## src/common/cache_config.svh

```systemverilog
// Cache geometry for the 2-way, one-word-line cache
// Byte offset is 2 bits and ignored; TAG_W must equal ADDR_W - INDEX_W - 2
// Include before the including file switches its own net type
`ifndef CACHE_CONFIG_SVH
`define CACHE_CONFIG_SVH

`default_nettype none

// --------------------
// Address and data
// --------------------
`define CACHE_ADDR_W   32  // Byte address
`define CACHE_DATA_W   32  // One word per line

// --------------------
// Set mapping
// --------------------
`define CACHE_NUM_SETS 8   // Sets per way
`define CACHE_INDEX_W  3   // log2 of set count, bits [4:2]
`define CACHE_TAG_W    27  // Bits [31:5]

`default_nettype wire

`endif
```

## src/common/cache_pkg.sv

```systemverilog
// Shared types for the blocking cache
// Request type encoding also used on the memory request (READ/WRITE only)
`default_nettype none

package cache_pkg;

  // Request type, same codes on processor and memory side
  typedef enum logic [1:0] {
    READ  = 2'd0,
    WRITE = 2'd1,
    INIT  = 2'd2   // Write-init, never goes to memory
  } req_type_e;

  // Control FSM states
  typedef enum logic [3:0] {
    IDLE           = 4'd0,
    TAG_CHECK      = 4'd1,
    INIT_ACCESS    = 4'd2,
    READ_ACCESS    = 4'd3,
    WRITE_ACCESS   = 4'd4,
    EVICT_PREPARE  = 4'd5,
    EVICT_REQUEST  = 4'd6,
    EVICT_WAIT     = 4'd7,
    REFILL_REQUEST = 4'd8,
    REFILL_WAIT    = 4'd9,
    REFILL_UPDATE  = 4'd10,
    WAIT           = 4'd11
  } cache_state_e;

endpackage

`default_nettype wire

```

## src/hdl/blocking_cache.sv

```systemverilog
// Blocking 2-way write-back cache top, one request at a time
// Processor and memory streams use valid/ready; lines are one word
`include "cache_config.svh"
`timescale 1ns/1ps
`default_nettype none

module blocking_cache (
  input  logic                      clk,
  input  logic                      reset,
  // Processor request
  input  logic                      req_valid,
  output logic                      req_ready,
  input  cache_pkg::req_type_e      req_type,
  input  logic [`CACHE_ADDR_W-1:0]  req_addr,
  input  logic [`CACHE_DATA_W-1:0]  req_data,
  // Processor response
  output logic                      resp_valid,
  input  logic                      resp_ready,
  output logic [`CACHE_DATA_W-1:0]  resp_data,
  // Memory request
  output logic                      mem_req_valid,
  input  logic                      mem_req_ready,
  output cache_pkg::req_type_e      mem_req_type,
  output logic [`CACHE_ADDR_W-1:0]  mem_req_addr,
  output logic [`CACHE_DATA_W-1:0]  mem_req_data,
  // Memory response
  input  logic                      mem_resp_valid,
  output logic                      mem_resp_ready,
  input  logic [`CACHE_DATA_W-1:0]  mem_resp_data
);

  // Ctrl to datapath
  logic req_reg_en;
  logic way_reg_en;
  logic refill_reg_en;
  logic tag_wen;
  logic data_wen;
  logic data_from_mem;
  logic valid_wen;
  logic dirty_set;
  logic dirty_wen;
  logic lru_wen;
  logic read_reg_en;
  logic evict_sel;
  logic mem_req_write;
  // Datapath to ctrl
  logic                 hit;
  logic                 victim_dirty;
  cache_pkg::req_type_e req_type_q;

  cache_ctrl ctrl_i (
    .clk, .reset,
    .req_valid, .req_ready, .resp_valid, .resp_ready,
    .mem_req_valid, .mem_req_ready, .mem_resp_valid, .mem_resp_ready,
    .hit, .victim_dirty, .req_type (req_type_q),
    .req_reg_en, .way_reg_en, .refill_reg_en, .tag_wen, .data_wen,
    .data_from_mem, .valid_wen, .dirty_set, .dirty_wen, .lru_wen,
    .read_reg_en, .evict_sel, .mem_req_write
  );

  cache_dpath dpath_i (
    .clk, .reset,
    .req_type, .req_addr, .req_data, .mem_resp_data,
    .req_reg_en, .way_reg_en, .refill_reg_en, .tag_wen, .data_wen,
    .data_from_mem, .valid_wen, .dirty_set, .dirty_wen, .lru_wen,
    .read_reg_en, .evict_sel, .mem_req_write,
    .req_type_q, .hit, .victim_dirty, .resp_data,
    .mem_req_type, .mem_req_addr, .mem_req_data
  );

endmodule

`default_nettype wire

```

## src/cache/cache_dpath.sv

```systemverilog
// Blocking cache datapath, 2 ways of one-word lines
// Arrays read combinationally from the registered index; byte offset ignored
`include "cache_config.svh"
`timescale 1ns/1ps
`default_nettype none

module cache_dpath (
  input  logic                      clk,
  input  logic                      reset,
  // Request payload
  input  cache_pkg::req_type_e      req_type,
  input  logic [`CACHE_ADDR_W-1:0]  req_addr,
  input  logic [`CACHE_DATA_W-1:0]  req_data,
  input  logic [`CACHE_DATA_W-1:0]  mem_resp_data,
  // Enables from ctrl
  input  logic                      req_reg_en,
  input  logic                      way_reg_en,
  input  logic                      refill_reg_en,
  input  logic                      tag_wen,
  input  logic                      data_wen,
  input  logic                      data_from_mem,
  input  logic                      valid_wen,
  input  logic                      dirty_set,
  input  logic                      dirty_wen,
  input  logic                      lru_wen,
  input  logic                      read_reg_en,
  input  logic                      evict_sel,
  input  logic                      mem_req_write,
  // Status and payloads out
  output cache_pkg::req_type_e      req_type_q,
  output logic                      hit,
  output logic                      victim_dirty,
  output logic [`CACHE_DATA_W-1:0]  resp_data,
  output cache_pkg::req_type_e      mem_req_type,
  output logic [`CACHE_ADDR_W-1:0]  mem_req_addr,
  output logic [`CACHE_DATA_W-1:0]  mem_req_data
);

  logic [`CACHE_ADDR_W-1:0]  addr_q;
  logic [`CACHE_DATA_W-1:0]  data_q;
  logic [`CACHE_DATA_W-1:0]  refill_q;
  logic [`CACHE_DATA_W-1:0]  read_q;    // Response data or victim data
  logic                      way_q;
  logic [`CACHE_INDEX_W-1:0] idx;
  logic [`CACHE_TAG_W-1:0]   tag;
  logic [1:0]                match;
  logic                      lru_way;
  logic [`CACHE_DATA_W-1:0]  wr_data;

  // Storage, way-major
  logic [`CACHE_TAG_W-1:0]   tag_mem  [2][`CACHE_NUM_SETS];
  logic [`CACHE_DATA_W-1:0]  data_mem [2][`CACHE_NUM_SETS];
  logic [`CACHE_NUM_SETS-1:0] valid_bits [2];
  logic [`CACHE_NUM_SETS-1:0] dirty_bits [2];
  logic [`CACHE_NUM_SETS-1:0] lru_bits;   // Points at the victim way

  // --------------------
  // Request register
  // --------------------
  always_ff @(posedge clk) begin
    if (req_reg_en) begin
      req_type_q <= req_type;
      addr_q     <= req_addr;
      data_q     <= req_data;
    end
  end

  assign idx = addr_q[`CACHE_INDEX_W+1:2];
  assign tag = addr_q[`CACHE_ADDR_W-1:`CACHE_INDEX_W+2];

  // --------------------
  // Hit and victim
  // --------------------
  assign match[0]     = valid_bits[0][idx] && (tag_mem[0][idx] == tag);
  assign match[1]     = valid_bits[1][idx] && (tag_mem[1][idx] == tag);
  assign hit          = |match;
  assign lru_way      = lru_bits[idx];
  assign victim_dirty = dirty_bits[lru_way][idx];  // Only meaningful on a miss

  // Chosen way, held until next request
  always_ff @(posedge clk) begin
    if (reset)           way_q <= 1'b0;
    else if (way_reg_en) way_q <= hit ? match[1] : lru_way;
  end

  // --------------------
  // Arrays
  // --------------------
  assign wr_data = data_from_mem ? refill_q : data_q;

  always_ff @(posedge clk) begin
    if (tag_wen)  tag_mem[way_q][idx]  <= tag;
    if (data_wen) data_mem[way_q][idx] <= wr_data;
  end

  // Status bits reset to invalid, clean, victim way 0
  always_ff @(posedge clk) begin
    if (reset) begin
      valid_bits[0] <= '0;
      valid_bits[1] <= '0;
      dirty_bits[0] <= '0;
      dirty_bits[1] <= '0;
      lru_bits      <= '0;
    end else begin
      if (valid_wen) valid_bits[way_q][idx] <= 1'b1;
      if (dirty_wen) dirty_bits[way_q][idx] <= dirty_set;
      if (lru_wen)   lru_bits[idx]          <= ~way_q;  // Away from way just used
    end
  end

  // Refill capture and read-out registers
  always_ff @(posedge clk) begin
    if (refill_reg_en) refill_q <= mem_resp_data;
    if (read_reg_en)   read_q   <= data_mem[way_q][idx];
  end

  // --------------------
  // Outputs
  // --------------------
  assign resp_data    = read_q;
  assign mem_req_data = read_q;   // Victim word, read type ignores it
  assign mem_req_type = mem_req_write ? cache_pkg::WRITE : cache_pkg::READ;
  // Victim line address on eviction, else request line address
  assign mem_req_addr = {(evict_sel ? tag_mem[way_q][idx] : tag), idx, 2'b00};

endmodule

`default_nettype wire

```

## src/cache/cache_ctrl.sv

```systemverilog
// Blocking cache control FSM, one request in flight
// All outputs decode from the state register; refill capture also needs mem_resp_valid
`timescale 1ns/1ps
`default_nettype none

module cache_ctrl (
  input  logic                 clk,
  input  logic                 reset,
  // Handshakes
  input  logic                 req_valid,
  output logic                 req_ready,
  output logic                 resp_valid,
  input  logic                 resp_ready,
  output logic                 mem_req_valid,
  input  logic                 mem_req_ready,
  input  logic                 mem_resp_valid,
  output logic                 mem_resp_ready,
  // Status from datapath
  input  logic                 hit,
  input  logic                 victim_dirty,
  input  cache_pkg::req_type_e req_type,   // Registered request type
  // Datapath enables
  output logic                 req_reg_en,
  output logic                 way_reg_en,
  output logic                 refill_reg_en,
  output logic                 tag_wen,
  output logic                 data_wen,
  output logic                 data_from_mem,
  output logic                 valid_wen,
  output logic                 dirty_set,
  output logic                 dirty_wen,
  output logic                 lru_wen,
  output logic                 read_reg_en,
  output logic                 evict_sel,
  output logic                 mem_req_write
);

  cache_pkg::cache_state_e state_q;
  cache_pkg::cache_state_e state_d;

  // --------------------
  // State register
  // --------------------
  always_ff @(posedge clk) begin
    if (reset) state_q <= cache_pkg::IDLE;
    else       state_q <= state_d;
  end

  // --------------------
  // Next state
  // --------------------
  always_comb begin
    state_d = state_q;  // Hold by default
    case (state_q)
      cache_pkg::IDLE:           if (req_valid) state_d = cache_pkg::TAG_CHECK;
      cache_pkg::TAG_CHECK: begin
        if (req_type == cache_pkg::INIT)
          state_d = cache_pkg::INIT_ACCESS;    // Init overwrites, hit or not
        else if (hit)
          state_d = (req_type == cache_pkg::READ) ? cache_pkg::READ_ACCESS
                                                  : cache_pkg::WRITE_ACCESS;
        else if (victim_dirty)
          state_d = cache_pkg::EVICT_PREPARE;  // Write back first
        else
          state_d = cache_pkg::REFILL_REQUEST;
      end
      cache_pkg::INIT_ACCESS,
      cache_pkg::READ_ACCESS,
      cache_pkg::WRITE_ACCESS:   state_d = cache_pkg::WAIT;
      cache_pkg::EVICT_PREPARE:  state_d = cache_pkg::EVICT_REQUEST;
      cache_pkg::EVICT_REQUEST:  if (mem_req_ready) state_d = cache_pkg::EVICT_WAIT;
      cache_pkg::EVICT_WAIT:     if (mem_resp_valid) state_d = cache_pkg::REFILL_REQUEST;
      cache_pkg::REFILL_REQUEST: if (mem_req_ready) state_d = cache_pkg::REFILL_WAIT;
      cache_pkg::REFILL_WAIT:    if (mem_resp_valid) state_d = cache_pkg::REFILL_UPDATE;
      cache_pkg::REFILL_UPDATE: begin
        // Replay the original access on the fresh line
        if (req_type == cache_pkg::READ)       state_d = cache_pkg::READ_ACCESS;
        else if (req_type == cache_pkg::WRITE) state_d = cache_pkg::WRITE_ACCESS;
        else                                   state_d = cache_pkg::WAIT;
      end
      cache_pkg::WAIT:           if (resp_ready) state_d = cache_pkg::IDLE;
      default:                   state_d = cache_pkg::IDLE;
    endcase
  end

  // --------------------
  // Output table
  // --------------------
  always_comb begin
    // Everything off unless a state says otherwise
    req_ready      = 1'b0;
    resp_valid     = 1'b0;
    mem_req_valid  = 1'b0;
    mem_resp_ready = 1'b0;
    req_reg_en     = 1'b0;
    way_reg_en     = 1'b0;
    refill_reg_en  = 1'b0;
    tag_wen        = 1'b0;
    data_wen       = 1'b0;
    data_from_mem  = 1'b0;
    valid_wen      = 1'b0;
    dirty_set      = 1'b0;
    dirty_wen      = 1'b0;
    lru_wen        = 1'b0;
    read_reg_en    = 1'b0;
    evict_sel      = 1'b0;
    mem_req_write  = 1'b0;
    case (state_q)
      cache_pkg::IDLE: begin
        req_ready  = 1'b1;
        req_reg_en = 1'b1;  // Last load is the transfer cycle
      end
      cache_pkg::TAG_CHECK:     way_reg_en = 1'b1;  // Hit way or LRU victim
      cache_pkg::INIT_ACCESS: begin
        tag_wen   = 1'b1;
        data_wen  = 1'b1;
        valid_wen = 1'b1;
        dirty_wen = 1'b1;   // Clean line
        lru_wen   = 1'b1;
      end
      cache_pkg::READ_ACCESS: begin
        read_reg_en = 1'b1;
        lru_wen     = 1'b1;
      end
      cache_pkg::WRITE_ACCESS: begin
        tag_wen   = 1'b1;
        data_wen  = 1'b1;
        valid_wen = 1'b1;
        dirty_set = 1'b1;
        dirty_wen = 1'b1;
        lru_wen   = 1'b1;
      end
      cache_pkg::EVICT_PREPARE: begin
        read_reg_en   = 1'b1;  // Capture victim data
        evict_sel     = 1'b1;
        mem_req_write = 1'b1;
      end
      cache_pkg::EVICT_REQUEST: begin
        mem_req_valid = 1'b1;
        evict_sel     = 1'b1;
        mem_req_write = 1'b1;
      end
      cache_pkg::EVICT_WAIT:     mem_resp_ready = 1'b1;  // Write ack, data dropped
      cache_pkg::REFILL_REQUEST: mem_req_valid  = 1'b1;
      cache_pkg::REFILL_WAIT: begin
        mem_resp_ready = 1'b1;
        refill_reg_en  = mem_resp_valid;
      end
      cache_pkg::REFILL_UPDATE: begin
        tag_wen       = 1'b1;
        data_wen      = 1'b1;
        data_from_mem = 1'b1;
        valid_wen     = 1'b1;
        dirty_wen     = 1'b1;  // Fresh line is clean
      end
      cache_pkg::WAIT:           resp_valid = 1'b1;
      default: ;
    endcase
  end

endmodule

`default_nettype wire

```

## config.mk

```make
export PLATFORM = sky130hd
export DESIGN_NAME = blocking_cache
export DESIGN_NICKNAME = d
export VERILOG_FILES = /design/src/common/cache_pkg.sv /design/src/hdl/blocking_cache.sv /design/src/cache/cache_dpath.sv /design/src/cache/cache_ctrl.sv
export VERILOG_INCLUDE_DIRS = /design/src /design/src/common
export SDC_FILE = /design/constraint.sdc
export NUM_CORES = 1
export LEC_CHECK = 0
export BUFFER_PORTS_ARGS = -buffer_cell sky130_fd_sc_hd__buf_4
export CAP_MARGIN = 20
export CORE_ASPECT_RATIO = 1.25
export CORE_MARGIN = 4
export CORE_UTILIZATION = 58
export CTS_BUF_LIST = sky130_fd_sc_hd__clkbuf_8
export DETAILED_ROUTE_END_ITERATION = 12
export PLACE_DENSITY = 0.79
export SKIP_CTS_REPAIR_TIMING = 1
export SYNTH_ARGS = -nofsm -noshare
export SYNTH_HDL_FRONTEND = slang
export SYNTH_SLANG_ARGS = --single-unit
export TNS_END_PERCENT = 30
```

## constraint.sdc

```tcl
create_clock -name clk -period 7.69 [get_ports clk]
set_clock_uncertainty 0.15 [all_clocks]
set_input_delay 0.3845 -clock clk [delete_from_list [all_inputs] [get_ports clk]]
set_output_delay 0.3845 -clock clk [all_outputs]
set_load 0.02 [all_outputs]
```

# Word-level counts from Yosys, hierarchy flattened

Memory sizes are Yosys's and may differ from the RTL's. A register that Yosys moved wholly into a read port is not among the register bits.
Cells that the tools add are included.

Bits in latches: 0
Memory bits (read-only): 0
Bits in writable memories: 976
Bits of input ports: 104
Word-level logic and storage cells: 128
Register bits: 143
Memories kept: 4

Eq/ne operators: 21
Bitwise gates (word level): 2
Divide/modulo/power cells: 0
Add/subtract/negate cells: 0
$mul: 0
Shift-type cells: 0
$lt $le $gt $ge: 4
Reductions and logical operators: 16
Muxes and demuxes: 73

Memories:

| memory             | words | width | read ports | clocked after Yosys merged registers in | wr ports | RTL line          | source |
|---|---|---|---|---|---|---|---|
| dpath_i.data_mem   | 2     | 256   | 1          | 1                                       | 1        | cache_dpath.sv:52 | `` logic [`CACHE_DATA_W-1:0] data_mem [2][`CACHE_NUM_SETS]; `` |
| dpath_i.tag_mem    | 2     | 216   | 3          | 1                                       | 1        | cache_dpath.sv:51 | `` logic [`CACHE_TAG_W-1:0] tag_mem [2][`CACHE_NUM_SETS]; `` |
| dpath_i.dirty_bits | 2     | 8     | 1          | 0                                       | 2        | cache_dpath.sv:54 | `` logic [`CACHE_NUM_SETS-1:0] dirty_bits [2]; `` |
| dpath_i.valid_bits | 2     | 8     | 2          | 0                                       | 2        | cache_dpath.sv:53 | `` logic [`CACHE_NUM_SETS-1:0] valid_bits [2]; `` |

Operators by type and width:

| kind                 | number |
|---|---|
| $mux W256            | 1 |
| $bmux W27 S3         | 3 |
| $mux W216            | 1 |
| $mux W27             | 8 |
| $mux W32             | 4 |
| $bmux W32 S3         | 1 |
| $demux W32 S3        | 1 |
| $demux W27 S3        | 1 |
| $eq A27 B27 Y1       | 2 |
| $mux W4              | 11 |
| $mux W8              | 5 |
| $pmux W4 S10         | 1 |
| $mux W1              | 29 |
| $eq A4 B3 Y1 const B | 4 |
| $eq A4 B4 Y1 const B | 4 |
| $reduce_or A8 Y1     | 2 |
| $bmux W1 S3          | 4 |
| $ne A2 B2 Y1 const B | 6 |
| $reduce_or A2 Y1     | 5 |
| $bwmux W8            | 1 |
| $eq A4 B2 Y1 const B | 2 |
| $reduce_and A6 Y1    | 1 |
| $reduce_or A3 Y1     | 2 |
| $eq A4 B1 Y1 const B | 1 |
| 13 further kinds     | 16 |

# Depth between registers and ports, before layout

Gate-level depths: netlist (run 1).

Depth in word-level cells: 10
Gate-level depth with buffers: 15
Depth with buffers taken out: 9

# Modules after synthesis

From an unflattened synthesis (run 1), not the netlist that was laid out.

Cells, all modules: 2350
Area, all modules: 46724.8 µm²

Modules (own cells, without submodules):

| module      | instances | cells each | sequential area each (µm²) | area each (µm²) |
|---|---|---|---|---|
| cache_dpath | 1         | 2270       | 33191.8                    | 46144.3 |
| cache_ctrl  | 1         | 80         | 80.1                       | 580.6 |

# Least setup slack after synthesis (run 1)

OpenSTA, ideal clock, no wires.

Kind: reg2reg
Start: register ctrl_i.state_q[1]
End: register ctrl_i.state_q[2]
Setup time: 0.136 ns
Arrival time: 8.095 ns
Stages on the path, launching flop included: 8
Slack: -0.691 ns
Clock period less this slack: 8.381 ns
Required time: 7.404 ns
Path buffers: 1
Cells stage by stage: dfxtp_1 > clkbuf_1 > nor4_1 > nand2b_1 > o211a_1 > a31oi_1 > a2bb2oi_1 > o32ai_1

Word-level cells in the longest chain between the ends: 3

Ends and longest elaborated chain:

| element                                                           | RTL line         | source |
|---|---|---|
| from (decl)                                                       | cache_ctrl.sv:38 | `cache_pkg::cache_state_e state_q;` |
| from (signal assigned)                                            | cache_ctrl.sv:45 | `if (reset) state_q <= cache_pkg::IDLE;` |
| from (signal assigned)                                            | cache_ctrl.sv:46 | `else state_q <= state_d;` |
| $eq A4 B2 Y1 (tied with other cells)                              | cache_ctrl.sv:54 | `case (state_q)` |
| $reduce_or A3 Y1 (no line) / $ne A2 B2 Y1 (equally long branches) | n/a              |  |
| $pmux W4 S10 / $reduce_and A6 Y1 (equally long branches)          | n/a              |  |

Parallel ways exist; a longest one is shown, timed or not.
A chain may end at the register's enable or synchronous reset.

# Worst setup path in the final report (run 1)

Start: register dpath_i.addr_q[3]
End: output mem_req_addr[29]

Word-level cells in the longest chain between the ends: 5

Ends and longest elaborated chain:

| element                                      | RTL line             | source |
|---|---|---|
| from (decl)                                  | cache_dpath.sv:39    | `` logic [`CACHE_ADDR_W-1:0] addr_q; `` |
| from (signal assigned)                       | cache_dpath.sv:63    | `addr_q <= req_addr;` |
| $not A3 Y4 (not written as such)             | cache_dpath.sv:124   | `assign mem_req_addr = {(evict_sel ? tag_mem[way_q][idx] : tag), idx, 2'b00};` |
| $bmux W27 S3                                 | cache_dpath.sv:124   |  |
| $mux W27 (not written as such) (2 in series) | cache_dpath.sv:124   |  |
| $mux W27                                     | cache_dpath.sv:124   |  |
| to (decl)                                    | blocking_cache.sv:24 | `` output logic [`CACHE_ADDR_W-1:0] mem_req_addr, `` |

No other way between the ends. The select of a mux whose other input is x is not followed.

==> impl_metrics.env, run 1 <==
export IMPL_drc=0
export IMPL_antenna_found_initial=2
export IMPL_fin_crit_sh_pct=69.2
export IMPL_clock_latency_ns=0.83
export IMPL_required_ns=7.16
export IMPL_hold_viol=0
export IMPL_overflow=0
export IMPL_seq_power_share_pct=43.4
export IMPL_synth_area_per_cell_um2=17.8
export IMPL_p_switching_w=0.00704
export IMPL_synth_fa_ha_area_share_pct=0
export IMPL_cp_data_arrival_time_ns=4.79
export IMPL_rows=115
export IMPL_max_freq_mhz=188
export IMPL_powerDensity_mw_per_mm2=375
export IMPL_numCtsBuffers=166
export IMPL_yosys_warnings=0
export IMPL_multiInputGateArea_mm2=0.0123
export IMPL_path_clk_slew_ns=0.07
export IMPL_fin_nets=3066
export IMPL_vdd_drop_max_mv=0.311
export IMPL_reg2reg_depth=12
export IMPL_cpMaxStageDelayCell="edfxtp_1"
export IMPL_hold_depth=4
export IMPL_synth_compound_area_share_pct=5.11
export IMPL_cts_root_buf="clkbuf_8"
export IMPL_routed_wl_mm=119
export IMPL_register_area_mm2=0.0333
export IMPL_critPathMaxFanout=28
export IMPL_tns_ns=0
export IMPL_run_status="finished clean"
export IMPL_start_util_pct=58.7
export IMPL_crit_top_cell="buf_4"
export IMPL_routed_via_density=6.49
export IMPL_synth_edf_count=1088
export IMPL_leakage_nw=17.8
export IMPL_clock_tree_buffer_depth=3
export IMPL_sw_frac_of_total_pct=35.2
export IMPL_slew_limit_headroom_pct=21.6
export IMPL_dp_hpwl_mm=66.5
export IMPL_grt_max_degree=121
export IMPL_numClockSinks=1118
export IMPL_dieArea_mm2=0.0848
export IMPL_tightest_slew_ns=1.17
export IMPL_gp_congestion=0.882
export IMPL_synth_top_family_by_area="multiplexers"
export IMPL_cp_slowest_stage_delay_ns=0.78
export IMPL_synthArstFlopShare_pct=0
export IMPL_drtIter0Drc=3154
export IMPL_nFillCells=5090
export IMPL_die_w_um=261
export IMPL_synth_seq_cells=1118
export IMPL_rsz0062_at_grt="false"
export IMPL_intPower_w=0.0129
export IMPL_synthSimpleGateAreaFrac_pct=3.42
export IMPL_drive_above_1_share_pct=26.0
export IMPL_core_mm2=0.0791
export IMPL_drtAntennaViolNets=0
export IMPL_grt_util_all_layers_pct=27.5
export IMPL_combPwrFrac_pct=34.2
export IMPL_first_global_vias=27500
export IMPL_critical_path_class="flip-flop to output port"
export IMPL_die_h_um=325
export IMPL_placedCellCount=3746
export IMPL_finalNonFillerCells=4150
export IMPL_ys_seq_area_share_pct=71.6
export IMPL_first_pass_iters=6
export IMPL_io_buffers=200
export IMPL_synth_ff_type="edfxtp_1"
export IMPL_synthCells=2617
export IMPL_syn_area_mm2=0.0465
export IMPL_grt_pass1_wl_mm=172
export IMPL_cp_start_kind="flip-flop"
export IMPL_muxShareOfSynthArea_pct=17.0
export IMPL_max_cap_violations=0
export IMPL_end_kind="output port"
export IMPL_htree_num_levels=4
export IMPL_hp_class="input pin to flip-flop"
export IMPL_p_clk_share_pct=22.4
export IMPL_synth_xor_area_share_pct=0.659
export IMPL_cp_cell_sequence="buf_4 > and2_1 > buf_4 > nand2_1 > buf_4 > o22ai_1 > nor3_1 > a31oi_1 > buf_4"
export IMPL_min_period_ns=5.32
export IMPL_wl_per_cell_um=28.6
export IMPL_vias=26900
export IMPL_area_delta_synth_final_pct=14.6
export IMPL_netlist_cell_type_count=68
export IMPL_slew_violations=0
export IMPL_cts_tree="built"
export IMPL_finalSetupViolations=0
export IMPL_num_io_pins=206
-- power groups by stage --
stage / Combinational [W] / Sequential (W) / Clock [W]
final: 0.00683 / 0.00868 / 0.00448
after global routing: 0.00719 / 0.00875 / 0.00483
after CTS: 0.00672 / 0.00867 / 0.00454
after detailed placement: 0.00668 / 0.00879 / 0
after global placement: 0.00653 / 0.00873 / 0
after floorplan: 0.00461 / 0.00854 / 0
-- metrics by stage --
| stage | total power, W | util [%] | instance area (um2) | setup slack [ns] | hold slack (ns) |
|---|---|---|---|---|---|
| CTS | 0.0199 | 66.0 | 52200 | 2.33 | -0.490 |
| finish | 0.0200 | 67.3 | 53300 | 2.37 | 0.0829 |
| floorplan | 0.0132 | - | 46500 | 1.92 | 0.285 |
| detailed placement | 0.0155 | 62.2 | 49200 | 2.72 | 0.311 |
| global route | 0.0208 | 67.3 | 53300 | 2.24 | 0.0765 |
| global placement | 0.0153 | 62.2 | 49200 | 2.83 | 0.295 |
-- cell type report --
cell class                      instances  share of cell area (%)
Antenna cell                            3                  0.0141
Tap cell                             1053                    2.47
Timing Repair Buffer                  374                    6.01
Inverter                               16                   0.113
Clock buffer                          175                    4.52
Multi-Input combinational cell       1286                    23.2
Clock inverter                        125                    1.21
Sequential cell                      1118                    62.5
-- path summary, 6_finish.rpt --
path	slack [ns]	to	startpoint
setup reg to reg	2.66	ctrl_i.state_q[0]	dpath_i.addr_q[2]
hold reg to reg	0.32	dpath_i.lru_bits[3]	dpath_i.lru_bits[3]
setup / recovery	2.37	mem_req_addr[29]	dpath_i.addr_q[3]
hold / removal	0.08	ctrl_i.state_q[3]	mem_req_ready
-- cells in the mapped netlist, types with 37 or more instances --
cell type,n,share of area (%)
edfxtp_1,1088,70
o22ai_1,106,1.4
a21oi_1,60,0.65
mux2i_1,285,6.1
nand2_1,94,0.76
o21ai_0,55,0.59
mux4_2,179,8.7
a22oi_1,37,0.60
buf_4,47,0.76
nor2_1,108,0.87
clkbuf_1,100,0.81
mux2_2,89,2.2
buf_2,37,0.40
-- cells in the final DEF (no fill, tap or decap), drive strengths merged, types with 15 or more instances in the layout --
master	synthesis	routed
mux4	179	179
mux2i	285	285
nor3	28	28
or3	15	15
o21ai	55	55
a22oi	37	37
clkbuf	100	175
mux2	89	89
edfxtp	1088	1088
xnor2	24	24
dlygate4sd3	0	99
or2	20	20
clkinv	0	51
nand2	94	94
inv	16	82
a21oi	60	60
buf	99	275
dfxtp	30	30
o22ai	106	106
a211oi	27	27
nor2	108	108
and3	16	16
-- worst max-delay path, delay by kind of cell (launching register included) --
kind                   cells  cell delay, ns
buffers and inverters      4            1.37
and+or+nand+nor            3            1.08
DFF                        1            0.78
AOI/OAI and AO/OA          2            0.71
-- kinds of logic (layout without fill, tap and decap cells) --
kind of cell,after synthesis,count (layout)
flip-flops,1118,1118
multiplexers,553,553
AO/OA/AOI/OAI,360,360
AND/OR/NAND/NOR,335,335
buffers and inverters,215,690
XOR/XNOR,35,35
other,1,6
-- registers in the layout, summed over array words and instances (netlist names), 2 cells and up, named ones only --
name,count
dpath_i.req_type_q,2
dpath_i.valid_bits,16
dpath_i.refill_q,32
dpath_i.data_q,32
dpath_i.dirty_bits,16
dpath_i.mem_req_data,32
dpath_i.lru_bits,8
dpath_i.data_mem,512
ctrl_i.state_q,4
dpath_i.addr_q,30
dpath_i.tag_mem,432
-- per-layer routing --
layer,global-route usage (%),vias to the layer above,part of all wire (%)
met2,44.8,1682,50
met1,36.5,13700,36
met5,0,-,0
met4,12.6,0,4.3
met3,5.10,321,9.5
li1,-,11300,-
Power figures use the tool's default switching activity.
==> run 2, diff against run 1 <==
==> constraint.sdc (replaced) <==
create_clock -name clk -period 4.8 [get_ports clk]
set_clock_uncertainty 0.15 [all_clocks]
set_input_delay 0.24 -clock clk [delete_from_list [all_inputs] [get_ports clk]]
set_output_delay 0.24 -clock clk [all_outputs]
set_load 0.02 [all_outputs]
==> impl_metrics.env, run 2 (synthesis results as in run 1) <==
export IMPL_run_status="finished clean"
export IMPL_setup_slack_ns=0.206
export IMPL_path_clk_slew_ns=0.06
export IMPL_area_delta_synth_final_pct=18.0
export IMPL_clock_tree_buffer_depth=3
export IMPL_layout_commonest_cell="edfxtp_1"
export IMPL_critPathMaxFanout=43
export IMPL_dieArea_mm2=0.0848
export IMPL_regMostFlops="dpath_i.data_mem"
export IMPL_core_mm2=0.0791
export IMPL_htree_num_levels=4
export IMPL_r2r_start="dpath_i.addr_q[4]"
export IMPL_vias=27400
export IMPL_cp_data_arrival_time_ns=5.19
export IMPL_cp_cell_sequence="buf_12 > buf_4 > mux2i_1 > a22oi_1 > a21oi_1 > o22ai_1 > nor4_1 > and4_1 > a31oi_2 > o41a_1 > a221oi_2"
export IMPL_io_buffers=200
export IMPL_required_ns=5.40
export IMPL_end_kind="flip-flop"
export IMPL_die_w_um=261
export IMPL_timing_critical_path_to="ctrl_i.state_q[0]"
export IMPL_leakage_nw=18.5
export IMPL_numCtsBuffers=165
export IMPL_grt_pass1_wl_mm=173
export IMPL_fin_crit_sh_pct=95.7
export IMPL_ff2ff_setup_slack_ns=0.21
export IMPL_powerDensity_mw_per_mm2=598
export IMPL_drive_above_1_share_pct=26.6
export IMPL_drtAntennaViolNets=0
export IMPL_finalSetupViolations=0
export IMPL_slew_violations=0
export IMPL_die_h_um=325
export IMPL_routed_via_density=6.41
export IMPL_first_global_vias=27300
export IMPL_num_io_pins=206
export IMPL_hp_class="input pin to flip-flop"
export IMPL_routed_wl_mm=122
export IMPL_max_cap_violations=0
export IMPL_reg2reg_depth=11
export IMPL_start_util_pct=58.7
export IMPL_first_pass_iters=6
export IMPL_startpoint="dpath_i.addr_q[4]"
export IMPL_vdd_drop_max_mv=0.473
export IMPL_critical_path_class="flip-flop to flip-flop"
export IMPL_cp_start_kind="flip-flop"
export IMPL_cts_tree="built"
export IMPL_numClockSinks=1118
export IMPL_fin_nets=3205
export IMPL_grt_util_all_layers_pct=27.7
export IMPL_reg2reg_to="ctrl_i.state_q[0]"
export IMPL_min_period_ns=4.59
export IMPL_cp_slowest_stage_delay_ns=0.93
export IMPL_hold_slack_ns=0.0278
export IMPL_grt_max_degree=78
export IMPL_wl_per_cell_um=28.5
export IMPL_nFillCells=4950
export IMPL_max_freq_mhz=218
export IMPL_layout_common_cells="1088 x edfxtp_1, 298 x buf_4, 285 x mux2i_1, 194 x dlygate4sd3_1, 179 x mux4_2"
export IMPL_gp_congestion=0.910
export IMPL_top_regs="dpath_i.data_mem x512, dpath_i.tag_mem x432"
export IMPL_slew_limit_headroom_pct=27.3
export IMPL_cpMaxStageDelayCell="edfxtp_1"
export IMPL_cts_root_buf="clkbuf_8"
export IMPL_tightest_slew_ns=1.09
export IMPL_rows=115
export IMPL_pre_cts_slack_ns=0.307
export IMPL_drc=0
export IMPL_hold_viol=0
export IMPL_crit_family="compound AO/OA/AOI/OAI gates"
export IMPL_antenna_found_initial=5
export IMPL_drtIter0Drc=3159
export IMPL_critPathBufInv=2
export IMPL_rsz0062_at_grt="false"
export IMPL_dp_hpwl_mm=69.9
export IMPL_overflow=0
export IMPL_largest_reg_flops=512
export IMPL_cp_depth=11
export IMPL_clock_latency_ns=0.86
==> run 2: changes by cell type in the layout (fill, tap and decap cells not counted) <==
cell,change
bufinv_16,+7
diode_2,-1
dlygate4sd3_1,+95
clkinv_8,+3
buf_8,-1
inv_12,+4
buf_4,+35
clkinv_1,+3
inv_1,-19
inv_6,-2
buf_12,+11
clkinv_2,+3
clkbuf_8,-6
==> run 2: metrics by stage <==
stage / instance area, um2 / instances / power, W / utilization [%] / TNS, ns
after floorplan: 46500 / 2619 / 0.0211 / - / -176.76
after global routing: 54900 / 4281 / 0.0340 / 69.3 / 0
after CTS: 52900 / 4086 / 0.0326 / 66.9 / 0
final: 54900 / 4282 / 0.0328 / 69.3 / 0
after global placement: 49700 / 3793 / 0.0247 / 62.8 / 0
after detailed placement: 49700 / 3793 / 0.0250 / 62.8 / 0
==> run 2: how the worst min path moves through the flow <==
stage               cells after the start                 end          from  slack (ns)
finish                                  5   ctrl_i.state_q[0]     req_valid        0.03
global route                            2  dpath_i.addr_q[31]  req_addr[31]       0.003
CTS                                     1   dpath_i.data_q[7]   req_data[7]       -0.66
detailed placement                      1  dpath_i.data_q[22]  req_data[22]        0.27
global placement                        1   dpath_i.data_q[6]   req_data[6]        0.27
floorplan                               0  dpath_i.addr_q[10]  req_addr[10]        0.19
==> run 2: worst register-to-register path, cell delays in order, from the launching register on <==
cell and delay (ns):
edfxtp_1 0.93, buf_12 0.38, buf_4 0.39, mux2i_1 0.30, a22oi_1 0.12, a21oi_1 0.19
o22ai_1 0.15, nor4_1 0.67, and4_1 0.36, a31oi_2 0.12, o41a_1 0.47, a221oi_2 0.29
==> run 2: cell type report <==
class / instances / area (um2) / area share (%)
Sequential cell: 1118 / 33300 / 60.7
Multi-Input combinational cell: 1286 / 12300 / 22.5
Timing Repair Buffer: 514 / 4620 / 8.42
Clock buffer: 169 / 2330 / 4.24
Tap cell: 1053 / 1320 / 2.40
Clock inverter: 124 / 906 / 1.65
Inverter: 16 / 60.1 / 0.109
Antenna cell: 2 / 5.00 / 0.00912
==> run 2: layer usage <==
layer / vias to the layer above / wire (um) / GRT usage, %
met4: 2 / 5840 / 12.4
met3: 354 / 11700 / 5.97
li1: 11600 / - / -
met2: 1663 / 62100 / 45.8
met5: - / 7 / 0
met1: 13900 / 42200 / 35.7
==> run 2: power breakdown <==
group	total (W)	internal (W)	switching, W
sequential	0.0138	0.0129	0.000947
clock	0.00761	0.00391	0.00370
combinational	0.0113	0.00452	0.00682
